[src/source/huff_ctrl_pkg.sv]
`default_nettype none

package huff_ctrl_pkg;

    // Status code widths
    localparam int STATE_W = 4;
    localparam int FIN_W   = 4;
    localparam int OP_W    = 3;

    // Stage codes carried on state_en
    localparam logic [STATE_W-1:0] ST_IDLE  = 4'd0;
    localparam logic [STATE_W-1:0] ST_HIST  = 4'd1;  // Histogram
    localparam logic [STATE_W-1:0] ST_FLV   = 4'd2;  // Frequency list
    localparam logic [STATE_W-1:0] ST_HTREE = 4'd3;  // Tree build
    localparam logic [STATE_W-1:0] ST_CBS   = 4'd4;  // Codebook synthesis
    localparam logic [STATE_W-1:0] ST_TRN   = 4'd5;  // Translation
    localparam logic [STATE_W-1:0] ST_SPI   = 4'd6;  // SPI output
    localparam logic [STATE_W-1:0] ST_ERROR = 4'd7;
    localparam logic [STATE_W-1:0] ST_DONE  = 4'd8;

    // Outcome codes
    localparam logic [FIN_W-1:0] FIN_TIMEOUT = 4'd8;  // Completed count replaced on overrun
    localparam logic [OP_W-1:0]  OP_ERR      = 3'd7;  // Last-stage code after a stage error

    // Watchdog budget per stage, in cycles
    localparam int STAGE_LIMIT = 64;
    localparam int WD_W        = 7;  // Must hold STAGE_LIMIT

endpackage

`default_nettype wire

[src/source/seg_glyph_pkg.sv]
`default_nettype none

package seg_glyph_pkg;

    // Segment order {dp, g, f, e, d, c, b, a}
    localparam logic [7:0] GL_BLANK = 8'b0000_0000;
    localparam logic [7:0] GL_DASH  = 8'b0100_0000;  // Middle bar only
    localparam logic [7:0] GL_RUN   = 8'b0000_0001;  // Top bar, busy marker on ss7

    localparam logic [7:0] GL_I = 8'b0000_0110;
    localparam logic [7:0] GL_D = 8'b0101_1110;
    localparam logic [7:0] GL_L = 8'b0011_1000;
    localparam logic [7:0] GL_E = 8'b0111_1001;
    localparam logic [7:0] GL_H = 8'b0111_0110;
    localparam logic [7:0] GL_S = 8'b0110_1101;
    localparam logic [7:0] GL_T = 8'b0111_1000;
    localparam logic [7:0] GL_F = 8'b0111_0001;
    localparam logic [7:0] GL_V = 8'b0011_1110;
    localparam logic [7:0] GL_R = 8'b0101_0000;  // Lower-case r
    localparam logic [7:0] GL_C = 8'b0011_1001;
    localparam logic [7:0] GL_B = 8'b0111_1100;  // Lower-case b
    localparam logic [7:0] GL_N = 8'b0101_0100;  // Lower-case n
    localparam logic [7:0] GL_P = 8'b0111_0011;
    localparam logic [7:0] GL_O = 8'b0011_1111;

endpackage

`default_nettype wire

[src/source/stage_watchdog.sv]
`timescale 1ns/1ps
`default_nettype none

module stage_watchdog import huff_ctrl_pkg::*; (
    input  logic               clk,
    input  logic               rst_n,
    input  logic               stage_active,
    input  logic [STATE_W-1:0] state_en,
    output logic               overrun
);

    logic [STATE_W-1:0] last_state;
    logic [WD_W-1:0]    cnt;  // Cycles already spent in the current stage
    logic [WD_W-1:0]    cnt_nxt;
    logic               same_stage;

    assign same_stage = (state_en == last_state);

    always_comb begin
        if (!same_stage) begin
            cnt_nxt = WD_W'(1);  // First cycle of a new stage
        end else if (cnt == WD_W'(STAGE_LIMIT)) begin
            cnt_nxt = cnt;  // Hold at the limit
        end else begin
            cnt_nxt = cnt + 1'b1;
        end
    end

    always_ff @(posedge clk or negedge rst_n) begin
        if (!rst_n) begin
            last_state <= ST_IDLE;
            cnt        <= '0;
        end else begin
            last_state <= state_en;
            cnt        <= cnt_nxt;
        end
    end

    // Fires in the STAGE_LIMIT-th cycle of an active stage, once
    assign overrun = stage_active && same_stage && (cnt == WD_W'(STAGE_LIMIT - 1));

endmodule

`default_nettype wire

[src/source/huff_stage_fsm.sv]
`timescale 1ns/1ps
`default_nettype none

module huff_stage_fsm import huff_ctrl_pkg::*; (
    input  logic               clk,
    input  logic               rst_n,
    input  logic               start,
    input  logic               stage_done,
    input  logic               stage_err,
    input  logic               cont_en,
    input  logic               overrun,
    output logic [STATE_W-1:0] state_en,
    output logic [FIN_W-1:0]   fin_state,
    output logic [OP_W-1:0]    op_fin,
    output logic               stage_active
);

    logic [STATE_W-1:0] state_nxt;
    logic [FIN_W-1:0]   fin_nxt;
    logic [OP_W-1:0]    op_nxt;

    assign stage_active = (state_en >= ST_HIST) && (state_en <= ST_SPI);

    always_comb begin
        state_nxt = state_en;
        fin_nxt   = fin_state;
        op_nxt    = op_fin;

        case (state_en)
            ST_IDLE: begin
                if (start) begin
                    state_nxt = ST_HIST;
                end
            end

            ST_HIST, ST_FLV, ST_HTREE, ST_CBS, ST_TRN, ST_SPI: begin
                if (stage_err) begin
                    state_nxt = ST_ERROR;
                    op_nxt    = OP_ERR;
                end else if (overrun) begin
                    state_nxt = ST_ERROR;
                    fin_nxt   = FIN_TIMEOUT;
                end else if (stage_done) begin
                    state_nxt = (state_en == ST_SPI) ? ST_DONE : state_en + 1'b1;
                    fin_nxt   = fin_state + 1'b1;
                    op_nxt    = OP_W'(state_en - ST_HIST);  // Histogram is index 0
                end
            end

            ST_DONE, ST_ERROR: begin
                if (cont_en) begin
                    state_nxt = ST_IDLE;
                    fin_nxt   = '0;
                    op_nxt    = '0;
                end
            end

            default: begin
                // Unused codes fall back to idle
                state_nxt = ST_IDLE;
                fin_nxt   = '0;
                op_nxt    = '0;
            end
        endcase
    end

    always_ff @(posedge clk or negedge rst_n) begin
        if (!rst_n) begin
            state_en  <= ST_IDLE;
            fin_state <= '0;
            op_fin    <= '0;
        end else begin
            state_en  <= state_nxt;
            fin_state <= fin_nxt;
            op_fin    <= op_nxt;
        end
    end

endmodule

`default_nettype wire

[src/source/huff_indicator.sv]
`timescale 1ns/1ps
`default_nettype none

module huff_indicator import huff_ctrl_pkg::*, seg_glyph_pkg::*; (
    input  logic               clk,
    input  logic               rst_n,
    input  logic [STATE_W-1:0] state_en,
    input  logic [FIN_W-1:0]   fin_state,
    input  logic [OP_W-1:0]    op_fin,
    output logic [7:0]         left,
    output logic [7:0]         right,
    output logic [7:0]         ss7,
    output logic [7:0]         ss6,
    output logic [7:0]         ss5,
    output logic [7:0]         ss4,
    output logic [7:0]         ss3,
    output logic [7:0]         ss2,
    output logic [7:0]         ss1,
    output logic [7:0]         ss0,
    output logic               red,
    output logic               green,
    output logic               blue
);

    logic               in_vld;  // Set once the input stage holds a real code
    logic [STATE_W-1:0] state_q;
    logic [FIN_W-1:0]   fin_q;
    logic [OP_W-1:0]    op_q;

    logic [63:0] glyphs;  // {ss7 .. ss0}
    logic [7:0]  left_d;
    logic [7:0]  right_d;
    logic        red_d;
    logic        green_d;
    logic        blue_d;

    always_ff @(posedge clk or negedge rst_n) begin
        if (!rst_n) begin
            in_vld  <= 1'b0;
            state_q <= ST_IDLE;
            fin_q   <= '0;
            op_q    <= '0;
        end else begin
            in_vld  <= 1'b1;
            state_q <= state_en;
            fin_q   <= fin_state;
            op_q    <= op_fin;
        end
    end

    always_comb begin
        case (state_q)
            ST_IDLE:  glyphs = {GL_BLANK, GL_BLANK, GL_I, GL_D, GL_L, GL_E, GL_BLANK, GL_BLANK};
            ST_HIST:  glyphs = {GL_RUN, GL_BLANK, GL_H, GL_I, GL_S, GL_T, GL_BLANK, GL_BLANK};
            ST_FLV:   glyphs = {GL_RUN, GL_BLANK, GL_BLANK, GL_F, GL_L, GL_V, GL_BLANK, GL_BLANK};
            ST_HTREE: glyphs = {GL_RUN, GL_BLANK, GL_H, GL_T, GL_R, GL_E, GL_E, GL_BLANK};
            ST_CBS:   glyphs = {GL_RUN, GL_BLANK, GL_BLANK, GL_C, GL_B, GL_S, GL_BLANK, GL_BLANK};
            ST_TRN:   glyphs = {GL_RUN, GL_BLANK, GL_BLANK, GL_T, GL_R, GL_N, GL_BLANK, GL_BLANK};
            ST_SPI:   glyphs = {GL_RUN, GL_BLANK, GL_BLANK, GL_S, GL_P, GL_I, GL_BLANK, GL_BLANK};
            ST_ERROR: glyphs = {GL_RUN, GL_E, GL_R, GL_R, GL_O, GL_R, GL_BLANK, GL_BLANK};
            ST_DONE:  glyphs = {GL_RUN, GL_BLANK, GL_D, GL_O, GL_N, GL_E, GL_BLANK, GL_BLANK};
            default:  glyphs = {8{GL_DASH}};  // Unknown stage code
        endcase

        // Last finished stage, histogram on bit 7
        if (op_q == OP_ERR) begin
            left_d = 8'hff;
        end else begin
            left_d = 8'h80 >> op_q;
        end

        // Completed count, one-hot up to seven
        if (fin_q < FIN_TIMEOUT) begin
            right_d = 8'h80 >> fin_q;
        end else begin
            right_d = 8'h00;
        end

        red_d   = (fin_q == FIN_TIMEOUT) || (op_q == OP_ERR) || (state_q == ST_ERROR);
        green_d = !red_d && (state_q == ST_DONE);
        blue_d  = !red_d && !green_d;

        // Dark until the first code has passed the input stage
        if (!in_vld) begin
            glyphs  = '0;
            left_d  = '0;
            right_d = '0;
            red_d   = 1'b0;
            green_d = 1'b0;
            blue_d  = 1'b0;
        end
    end

    always_ff @(posedge clk or negedge rst_n) begin
        if (!rst_n) begin
            {ss7, ss6, ss5, ss4, ss3, ss2, ss1, ss0} <= '0;
            left  <= '0;
            right <= '0;
            red   <= 1'b0;
            green <= 1'b0;
            blue  <= 1'b0;
        end else begin
            {ss7, ss6, ss5, ss4, ss3, ss2, ss1, ss0} <= glyphs;
            left  <= left_d;
            right <= right_d;
            red   <= red_d;
            green <= green_d;
            blue  <= blue_d;
        end
    end

endmodule

`default_nettype wire

[src/source/huff_status_top.sv]
`timescale 1ns/1ps
`default_nettype none

module huff_status_top import huff_ctrl_pkg::*; (
    input  logic       clk,
    input  logic       rst_n,
    input  logic       start,
    input  logic       stage_done,
    input  logic       stage_err,
    input  logic       cont_en,
    output logic [7:0] left,
    output logic [7:0] right,
    output logic [7:0] ss7,
    output logic [7:0] ss6,
    output logic [7:0] ss5,
    output logic [7:0] ss4,
    output logic [7:0] ss3,
    output logic [7:0] ss2,
    output logic [7:0] ss1,
    output logic [7:0] ss0,
    output logic       red,
    output logic       green,
    output logic       blue
);

    logic [STATE_W-1:0] state_en;
    logic [FIN_W-1:0]   fin_state;
    logic [OP_W-1:0]    op_fin;
    logic               stage_active;
    logic               overrun;  // From watchdog back into the sequencer

    huff_stage_fsm u_fsm (
        .clk          (clk),
        .rst_n        (rst_n),
        .start        (start),
        .stage_done   (stage_done),
        .stage_err    (stage_err),
        .cont_en      (cont_en),
        .overrun      (overrun),
        .state_en     (state_en),
        .fin_state    (fin_state),
        .op_fin       (op_fin),
        .stage_active (stage_active)
    );

    stage_watchdog u_wd (
        .clk          (clk),
        .rst_n        (rst_n),
        .stage_active (stage_active),
        .state_en     (state_en),
        .overrun      (overrun)
    );

    huff_indicator u_ind (
        .clk       (clk),
        .rst_n     (rst_n),
        .state_en  (state_en),
        .fin_state (fin_state),
        .op_fin    (op_fin),
        .left      (left),
        .right     (right),
        .ss7       (ss7),
        .ss6       (ss6),
        .ss5       (ss5),
        .ss4       (ss4),
        .ss3       (ss3),
        .ss2       (ss2),
        .ss1       (ss1),
        .ss0       (ss0),
        .red       (red),
        .green     (green),
        .blue      (blue)
    );

endmodule

`default_nettype wire

[config.mk]
export PLATFORM = sky130hd
export DESIGN_NAME = huff_status_top
export DESIGN_NICKNAME = d
export VERILOG_FILES = /design/src/source/huff_ctrl_pkg.sv /design/src/source/seg_glyph_pkg.sv /design/src/source/stage_watchdog.sv /design/src/source/huff_stage_fsm.sv /design/src/source/huff_indicator.sv /design/src/source/huff_status_top.sv
export SDC_FILE = /design/constraint.sdc
export NUM_CORES = 1
export LEC_CHECK = 0
export BUFFER_PORTS_ARGS = -buffer_cell sky130_fd_sc_hd__buf_2
export CELL_PAD_IN_SITES_DETAIL_PLACEMENT = 0
export CELL_PAD_IN_SITES_GLOBAL_PLACEMENT = 2
export CORE_MARGIN = 2
export CORE_UTILIZATION = 35
export CTS_CLUSTER_DIAMETER = 30
export DETAILED_ROUTE_END_ITERATION = 16
export GPL_TIMING_DRIVEN = 0
export PLACE_DENSITY = 0.86
export SYNTH_ARGS = -nofsm -noshare
export SYNTH_HDL_FRONTEND = slang
export SYNTH_SLANG_ARGS = --single-unit
[constraint.sdc]
create_clock -name clk -period 3.3 [get_ports clk]
set_input_delay 0.33 -clock clk [delete_from_list [all_inputs] [get_ports clk]]
set_output_delay 0.33 -clock clk [all_outputs]
set_load 0.005 [all_outputs]
==> run metrics, run 1 <==
Critical Path AT=roughly 2.5 ns; CP Launch Type=flop; total CTS buffers=9; number of diodes=0; clock slew at reported path FFs=0.08 ns; global-route wire length before repair=12.8 mm; total negative slack=0 ns; crit path kind=reg -> reg; CTS sink count=80; CP top delay family=compound AO/OA/AOI/OAI gates; worst path cell trace=inv_1, ha_1, nor2_1, a31oi_1, nand2b_1, o21ai_1, mux2_2; area of the multi-input gates=0.00154 mm2; clk_skew=approximately 0.0091 ns; H-Tree Depth=3; Async SR Flop Fraction=100%; EDFF count, synth=0; Final nets=480; Reg area=around 0.0020 mm2; DRT iter0 DRCs=95; Root Driver=clkbuf_8; pin slew with the least headroom to its limit=between 0.4 and 0.5 ns; Port Buffers=64; Synth Flop Type=dfrtp_1; final setup violating endpoints=0; #FFs+latches synth=80; initial antenna violation count=0; R2R setup slack=approximately 1.0 ns; WL per Instance=12.7 um; Leak=2.43 nW; outcome=finished clean; total stage count of the critical path=7; crit path to=u_fsm.fin_state[1]$_DFFE_PN0P_; TritonCTS clock tree=done; Slew Limit Fails=0; Syn Std Cell Area=0.00382 mm2; DR pass1 iterations=4; Post-CTS Resized=0; Initial Util=a little over a third; Max Cap Viol=0; Max FO, Critical Path=8; worst vdd ir=roughly 0.33 mV; GRT Resource Usage Total=14.2%; GPL Wtd Cong=between 0.8 and 0.9; DRC viols=0; Filler cells=1,088; sequential-to-total area share from yosys stat=52.4%; Design Power=between 3 and 4 mW; FF-to-FF End=u_fsm.fin_state[1]$_DFFE_PN0P_; DP HPWL=5.69 mm; CORE AREA=~0.011 mm2; Cell variety after synth=~60; cts hold-fix bufs=1; Final Hold Fails=0; drt total wl=7.64 mm; die area=0.0118 mm2; CP max stage delay=0.49 ns; clk buf depth=2; total grt overflow=0; remaining antenna violation count after routing=0; maximum clock frequency=about 440 MHz; Syn Area/Cell=10.6 um2; Worst EP required=3.54 ns; largest net degree at the start of global routing=53; CP Launch Point=u_fsm.state_en[0]$_DFFE_PN0P_; Reg2Reg Depth=7; slowest CP cell=dfrtp_1; layout cell share with drive strength beyond 1=28.7%; Final min period=2.28 ns; RSZ-0062 raised after global routing=no; Area Overhead vs Synth=21.7%; vias in the first global route=2,642; Hold Path Class=reg -> reg; Post-CTS Setup Repair Bufs=0; Cells after Synth=360; vias post-DR=2,750; later-pin clock latency in the skew report=0.35 ns; Tcrit/Tclk final=69.0%; I/O Pins=89; width of the die=108 um; CP bufs+invs=1; nature of the critical path endpoint=flop; synth warn=0; via/cell ratio=4.55; pwr dens=829 mW/mm2; Std-Cell Rows=38; chip height=108 um; Reg-to-Reg Start=u_fsm.state_en[0]$_DFFE_PN0P_; max_slew headroom=67.0%
worst min path at each step:
stage / startpoint / end / slack (ns) / depth (start not counted)
floorplan: rst_n / u_fsm.fin_state[0]$_DFFE_PN0P_ / 0.03 / 0
global placement: u_fsm.op_fin[2]$_DFFE_PN0P_ / u_ind.op_q[2]$_DFF_PN0_ / 0.36 / 0
detailed placement: rst_n / u_ind.ss2[0]$_DFF_PN0_ / 0.28 / 1
CTS: u_fsm.op_fin[0]$_DFFE_PN0P_ / u_ind.op_q[0]$_DFF_PN0_ / 0.38 / 0
global route: u_fsm.op_fin[2]$_DFFE_PN0P_ / u_ind.op_q[2]$_DFF_PN0_ / 0.40 / 0
finish: u_fsm.op_fin[0]$_DFFE_PN0P_ / u_ind.op_q[0]$_DFF_PN0_ / 0.38 / 0
cell usage after synthesis, types with 2 or more instances:
master / number / area share (%)
inv_1: 14 / 1.4
inv_2: 2 / 0.20
nand3b_1: 2 / 0.39
nor4_1: 3 / 0.49
or2_2: 2 / 0.33
nand2b_1: 5 / 0.82
clkbuf_1: 7 / 0.69
o21ai_1: 2 / 0.26
a221oi_1: 2 / 0.46
and2_1: 7 / 1.1
o22ai_1: 2 / 0.33
o2bb2ai_1: 2 / 0.46
buf_4: 33 / 6.5
a31oi_1: 2 / 0.33
or3_1: 2 / 0.33
a21o_1: 2 / 0.39
conb_1: 2 / 0.20
o21ai_0: 14 / 1.8
o21a_1: 8 / 1.6
nor3_1: 2 / 0.26
dfrtp_1: 80 / 52
nor4bb_1: 2 / 0.52
a22oi_1: 2 / 0.39
and3_1: 9 / 1.5
nor2b_1: 3 / 0.49
a21oi_1: 16 / 2.1
buf_2: 2 / 0.26
a21boi_0: 4 / 0.79
nand3_1: 5 / 0.66
ha_1: 14 / 4.6
nor2_1: 41 / 4.0
nand2_1: 30 / 2.9
nor4b_1: 2 / 0.46
xnor2_1: 6 / 1.4
xnor2_2: 2 / 0.85
o211ai_1: 2 / 0.39
xor2_1: 3 / 0.69
cells in the final DEF, fill, tap and decap left out, types with 2 or more instances in the layout:
cell / n
o21ai_1: 2
dfrtp_1: 80
o211ai_1: 2
o21a_1: 8
xnor2_2: 2
nor2_1: 41
a21oi_1: 16
inv_1: 14
a22oi_1: 2
and2_1: 7
nor4bb_1: 2
buf_2: 65
buf_4: 34
nand2b_1: 5
a21o_1: 2
xor2_1: 3
xnor2_1: 6
conb_1: 25
a21boi_0: 4
inv_2: 2
and3_1: 9
clkbuf_8: 12
nor4_1: 3
o2bb2ai_1: 2
nand3b_1: 2
nand2_1: 30
a31oi_1: 2
nor4b_1: 2
o22ai_1: 2
nor3_1: 2
o21ai_0: 14
a221oi_1: 2
or3_1: 2
nand3_1: 5
ha_1: 14
clkbuf_1: 7
clkinv_2: 2
or2_2: 2
nor2b_1: 3
final cells by class:
| type | count | area share (%) |
|---|---|---|
| Timing Repair Buffer | 66 | 7.76 |
| Sequential cell | 80 | 43.1 |
| Clock inverter | 3 | 0.862 |
| Clock buffer | 12 | 3.56 |
| Inverter | 16 | 1.29 |
| Buffer | 44 | 6.44 |
| Tap cell | 140 | 3.77 |
| Multi-Input combinational cell | 243 | 33.2 |
metal layers:
metal  share of wire, %  up-vias  global-route usage (%)  routed length (um)
met4                2.7        0                    7.51                 207
met5                  0        -                       0                   0
met3                5.2       16                    3.38                 396
met1                 45     1301                    17.8                3420
li1                   -     1358                       -                   -
met2                 47       75                    22.9                3620
flip-flops by register name (all words and copies together), names as in the netlist:
| register | flops |
|---|---|
| u_ind.ss7 | 2 |
| u_ind.ss3 | 7 |
| u_ind.left | 8 |
| u_ind.right | 8 |
| u_ind.green | 1 |
| u_ind.ss6 | 2 |
| u_ind.ss5 | 5 |
| u_ind.red | 1 |
| u_ind.ss1 | 2 |
| u_ind.ss4 | 7 |
| u_ind.blue | 1 |
| u_fsm.fin_state | 4 |
| u_ind.op_q | 3 |
| u_wd.cnt | 7 |
| u_ind.in_vld | 1 |
| u_fsm.state_en | 4 |
| u_ind.ss2 | 6 |
| u_ind.fin_q | 4 |
| u_ind.state_q | 4 |
| u_fsm.op_fin | 3 |
where the power goes:
group / leakage (nW) / switching (mW) / internal (mW)
Clock: 0.108 / 0.332 / 0.405
Sequential: 1.05 / 0.195 / 1.26
Combinational: 1.28 / 0.928 / 0.733
Total: 2.43 / 1.45 / 2.40
kinds of logic after synthesis:
| logic type | count (synthesis) | synth area share (%) |
|---|---|---|
| adders and majority gates | 15 | 4.85 |
| and+or+nand+nor | 121 | 16.2 |
| AOI/OAI and AO/OA | 68 | 12.7 |
| DFF | 80 | 52.4 |
| muxes | 2 | 0.557 |
| buffers and inverters | 60 | 9.40 |
| other | 2 | 0.197 |
| xor gates and xnor gates | 12 | 3.64 |
per-stage QoR:
| step | hold WS [ns] | cells | utilization, % | setup slack (ns) | instance area (um2) |
|---|---|---|---|---|---|
| final | 0.377 | 604 | 43.2 | 1.02 | 4650 |
| after global routing | 0.397 | 604 | 43.2 | 0.839 | 4650 |
| after CTS | 0.383 | 604 | 43.2 | 1.03 | 4650 |
| after detailed placement | 0.281 | 588 | 41.2 | 1.04 | 4430 |
| after global placement | 0.360 | 587 | 41.0 | 1.05 | 4400 |
| after floorplan | 0.0344 | 383 | - | 1.23 | 3910 |
Note: power is estimated with default switching activity, not from simulation.
==> run 2: changes to the inputs <==
--- a/config.mk
+++ b/config.mk
@@ -9,11 +9,11 @@
 export CELL_PAD_IN_SITES_DETAIL_PLACEMENT = 0
 export CELL_PAD_IN_SITES_GLOBAL_PLACEMENT = 2
 export CORE_MARGIN = 2
-export CORE_UTILIZATION = 35
+export CORE_UTILIZATION = 30
 export CTS_CLUSTER_DIAMETER = 30
 export DETAILED_ROUTE_END_ITERATION = 16
 export GPL_TIMING_DRIVEN = 0
-export PLACE_DENSITY = 0.86
+export PLACE_DENSITY = 0.79
 export SYNTH_ARGS = -nofsm -noshare
 export SYNTH_HDL_FRONTEND = slang
 export SYNTH_SLANG_ARGS = --single-unit
==> constraint.sdc (replaced) <==
create_clock -name clk -period 1.9 [get_ports clk]
set_input_delay 0.19 -clock clk [delete_from_list [all_inputs] [get_ports clk]]
set_output_delay 0.19 -clock clk [all_outputs]
set_load 0.005 [all_outputs]
==> run metrics, run 2 (synthesis results as in run 1) <==
outcome=complete, but fails checks; failing checks=setup timing; pwr dens=1580 mW/mm2 (+90%); vias in the first global route=2,676 (+1.3%); via/cell ratio=4.31 (-5.3%); Tcrit/Tclk final=104% (+35 points); most frequent cells in the layout=dfrtp_1 (76), buf_2 (64), buf_4 (53), nor2_1 (39), nand2_1 (29); total CTS buffers=9 (unchanged); GPL Wtd Cong=0.819 (-0.50%); clk_skew=0.00985 ns (+0.000771 ns); Design Power=8.16 mW (+110%); CP Launch Type=flop; biggest regs=u_ind.left: 8 flops, u_ind.right: 8 flops; clock slew at reported path FFs=0.06 ns (-0.02 ns); global-route wire length before repair=13.2 mm (+3.4%); Critical Path AT=2.22 ns (-0.30 ns); later-pin clock latency in the skew report=0.34 ns (about the same); DRC viols=0 (unchanged); final setup violating endpoints=8 (+8); Max Cap Viol=0 (unchanged); Port Buffers=64 (unchanged); die area=0.0136 mm2 (+16%); Slew Limit Fails=0 (unchanged); clk buf depth=2 (unchanged); CP Launch Point=u_fsm.state_en[0]$_DFFE_PN0P_; hold_ws=0.289 ns (-0.0889 ns); H-Tree Depth=3 (unchanged); DP HPWL=5.86 mm (+3.0%); Reg-to-Reg Start=u_fsm.state_en[0]$_DFFE_PN0P_; crit path kind=reg -> reg; vias post-DR=2,829 (+2.9%); Final Hold Fails=0 (unchanged); nature of the critical path endpoint=flop; Final nets=499 (+4.0%); R2R setup slack=-0.07 ns (-1.09 ns); worst setup margin=-0.0674 ns (-1.09 ns); Leak=2.61 nW (+7.3%); Final min period=1.97 ns (-0.310 ns); CTS sink count=80 (unchanged); GRT Resource Usage Total=12.7% (-1.6 points); I/O Pins=89 (unchanged); total grt overflow=0 (unchanged); worst vdd ir=0.519 mV (+58%); drt total wl=8.42 mm (+10%); FF-to-FF End=u_fsm.op_fin[2]$_DFFE_PN0P_; Root Driver=clkbuf_16; DRT iter0 DRCs=72 (-24%); maximum clock frequency=508 MHz (+16%); Reg area=0.00201 mm2 (+0.25%); CORE AREA=0.0125 mm2 (+16%); layout cell share with drive strength beyond 1=37.4% (+8.7 points); TritonCTS clock tree=done; DR pass1 iterations=4 (unchanged); RSZ-0062 raised after global routing=yes; crit path to=u_fsm.op_fin[2]$_DFFE_PN0P_; WL per Instance=12.8 um (+1.5%); largest net degree at the start of global routing=45 (-15%); Area Overhead vs Synth=35.5%; width of the die=117 um (+7.7%); chip height=117 um (+7.7%); most common cell after layout, fill and taps aside=dfrtp_1; Worst EP required=2.15 ns (-1.39 ns); Reg2Reg Depth=7 (unchanged); Std-Cell Rows=41 (+7.9%); Filler cells=1,246 (+15%); remaining antenna violation count after routing=0 (unchanged); initial antenna violation count=0 (unchanged); number of diodes=0 (unchanged); Hold Path Class=in -> reg; area of the multi-input gates=0.00171 mm2 (+11%); Max FO, Critical Path=6 (-2); Initial Util=30.5% (-5.0 points)
[run 2: repair_timing]
item                                    CTS  global route
hold buffers                              1             0
endpoints found under the setup margin   15            17
pin swaps                                 9             8
gates resized for setup                  19            12
buffers inserted                         15             5
endpoints found under the hold margin    36             0
[run 2: critical path, stage by stage, from the launching register on]
cell	delay, ns
dfrtp_2	0.49
inv_4	0.11
ha_4	0.13
or3b_4	0.38
o311ai_4	0.15
o31ai_4	0.13
a21o_1	0.24
a221oi_2	0.25
[run 2: through the flow]
step	cell area, um2	worst slack, ns	setup TNS (ns)	utilization [%]	instances
after detailed placement	4510	-0.215	-1.84	36.0	620
after CTS	5090	-0.0676	-0.267	40.7	651
final	5170	-0.0674	-0.264	41.3	656
after floorplan	3940	0.0133	0	-	383
after global placement	4480	-0.241	-1.89	35.8	619
after global routing	5170	-0.169	-1.30	41.3	656
[run 2: report_power, final]
group | total [mW] | internal (mW) | switching, mW
clock network | 1.97 | 1.28 | 0.682
registers | 2.57 | 2.20 | 0.364
logic | 3.63 | 1.76 | 1.87
total | 8.16 | 5.24 | 2.92
[run 2: metal layers]
layer | share of wire (%) | up-vias | global-route usage (%)
met2 | 51 | 79 | 21.1
met4 | 2.0 | 0 | 5.49
met3 | 4.8 | 16 | 3.30
met5 | 0 | - | 0
li1 | - | 1398 | -
met1 | 43 | 1336 | 15.6
[run 2: how the worst min path moves through the flow]
stage,startpoint,endpoint,slack (ns),depth (start not counted)
2_1_floorplan,rst_n,u_fsm.fin_state[0]$_DFFE_PN0P_,-0.11,0
3_3_place_gp,u_fsm.op_fin[2]$_DFFE_PN0P_,u_ind.op_q[2]$_DFF_PN0_,0.36,0
3_5_place_dp,rst_n,u_ind.ss5[3]$_DFF_PN0_,0.18,1
4_1_cts,start,u_fsm.state_en[3]$_DFFE_PN0P_,0.28,4
5_1_grt,stage_done,u_fsm.state_en[2]$_DFFE_PN0P_,0.30,3
6_report,stage_done,u_fsm.state_en[2]$_DFFE_PN0P_,0.29,3
[run 2: final cells by class]
| type | count | share of cell area, % |
|---|---|---|
| Clock inverter | 7 | 2.30 |
| Tap cell | 172 | 4.16 |
| Clock buffer | 9 | 4.35 |
| Multi-Input combinational cell | 243 | 33.1 |
| Buffer | 43 | 5.75 |
| Timing Repair Buffer | 86 | 10.3 |
| Inverter | 16 | 1.26 |
| Sequential cell | 80 | 38.8 |
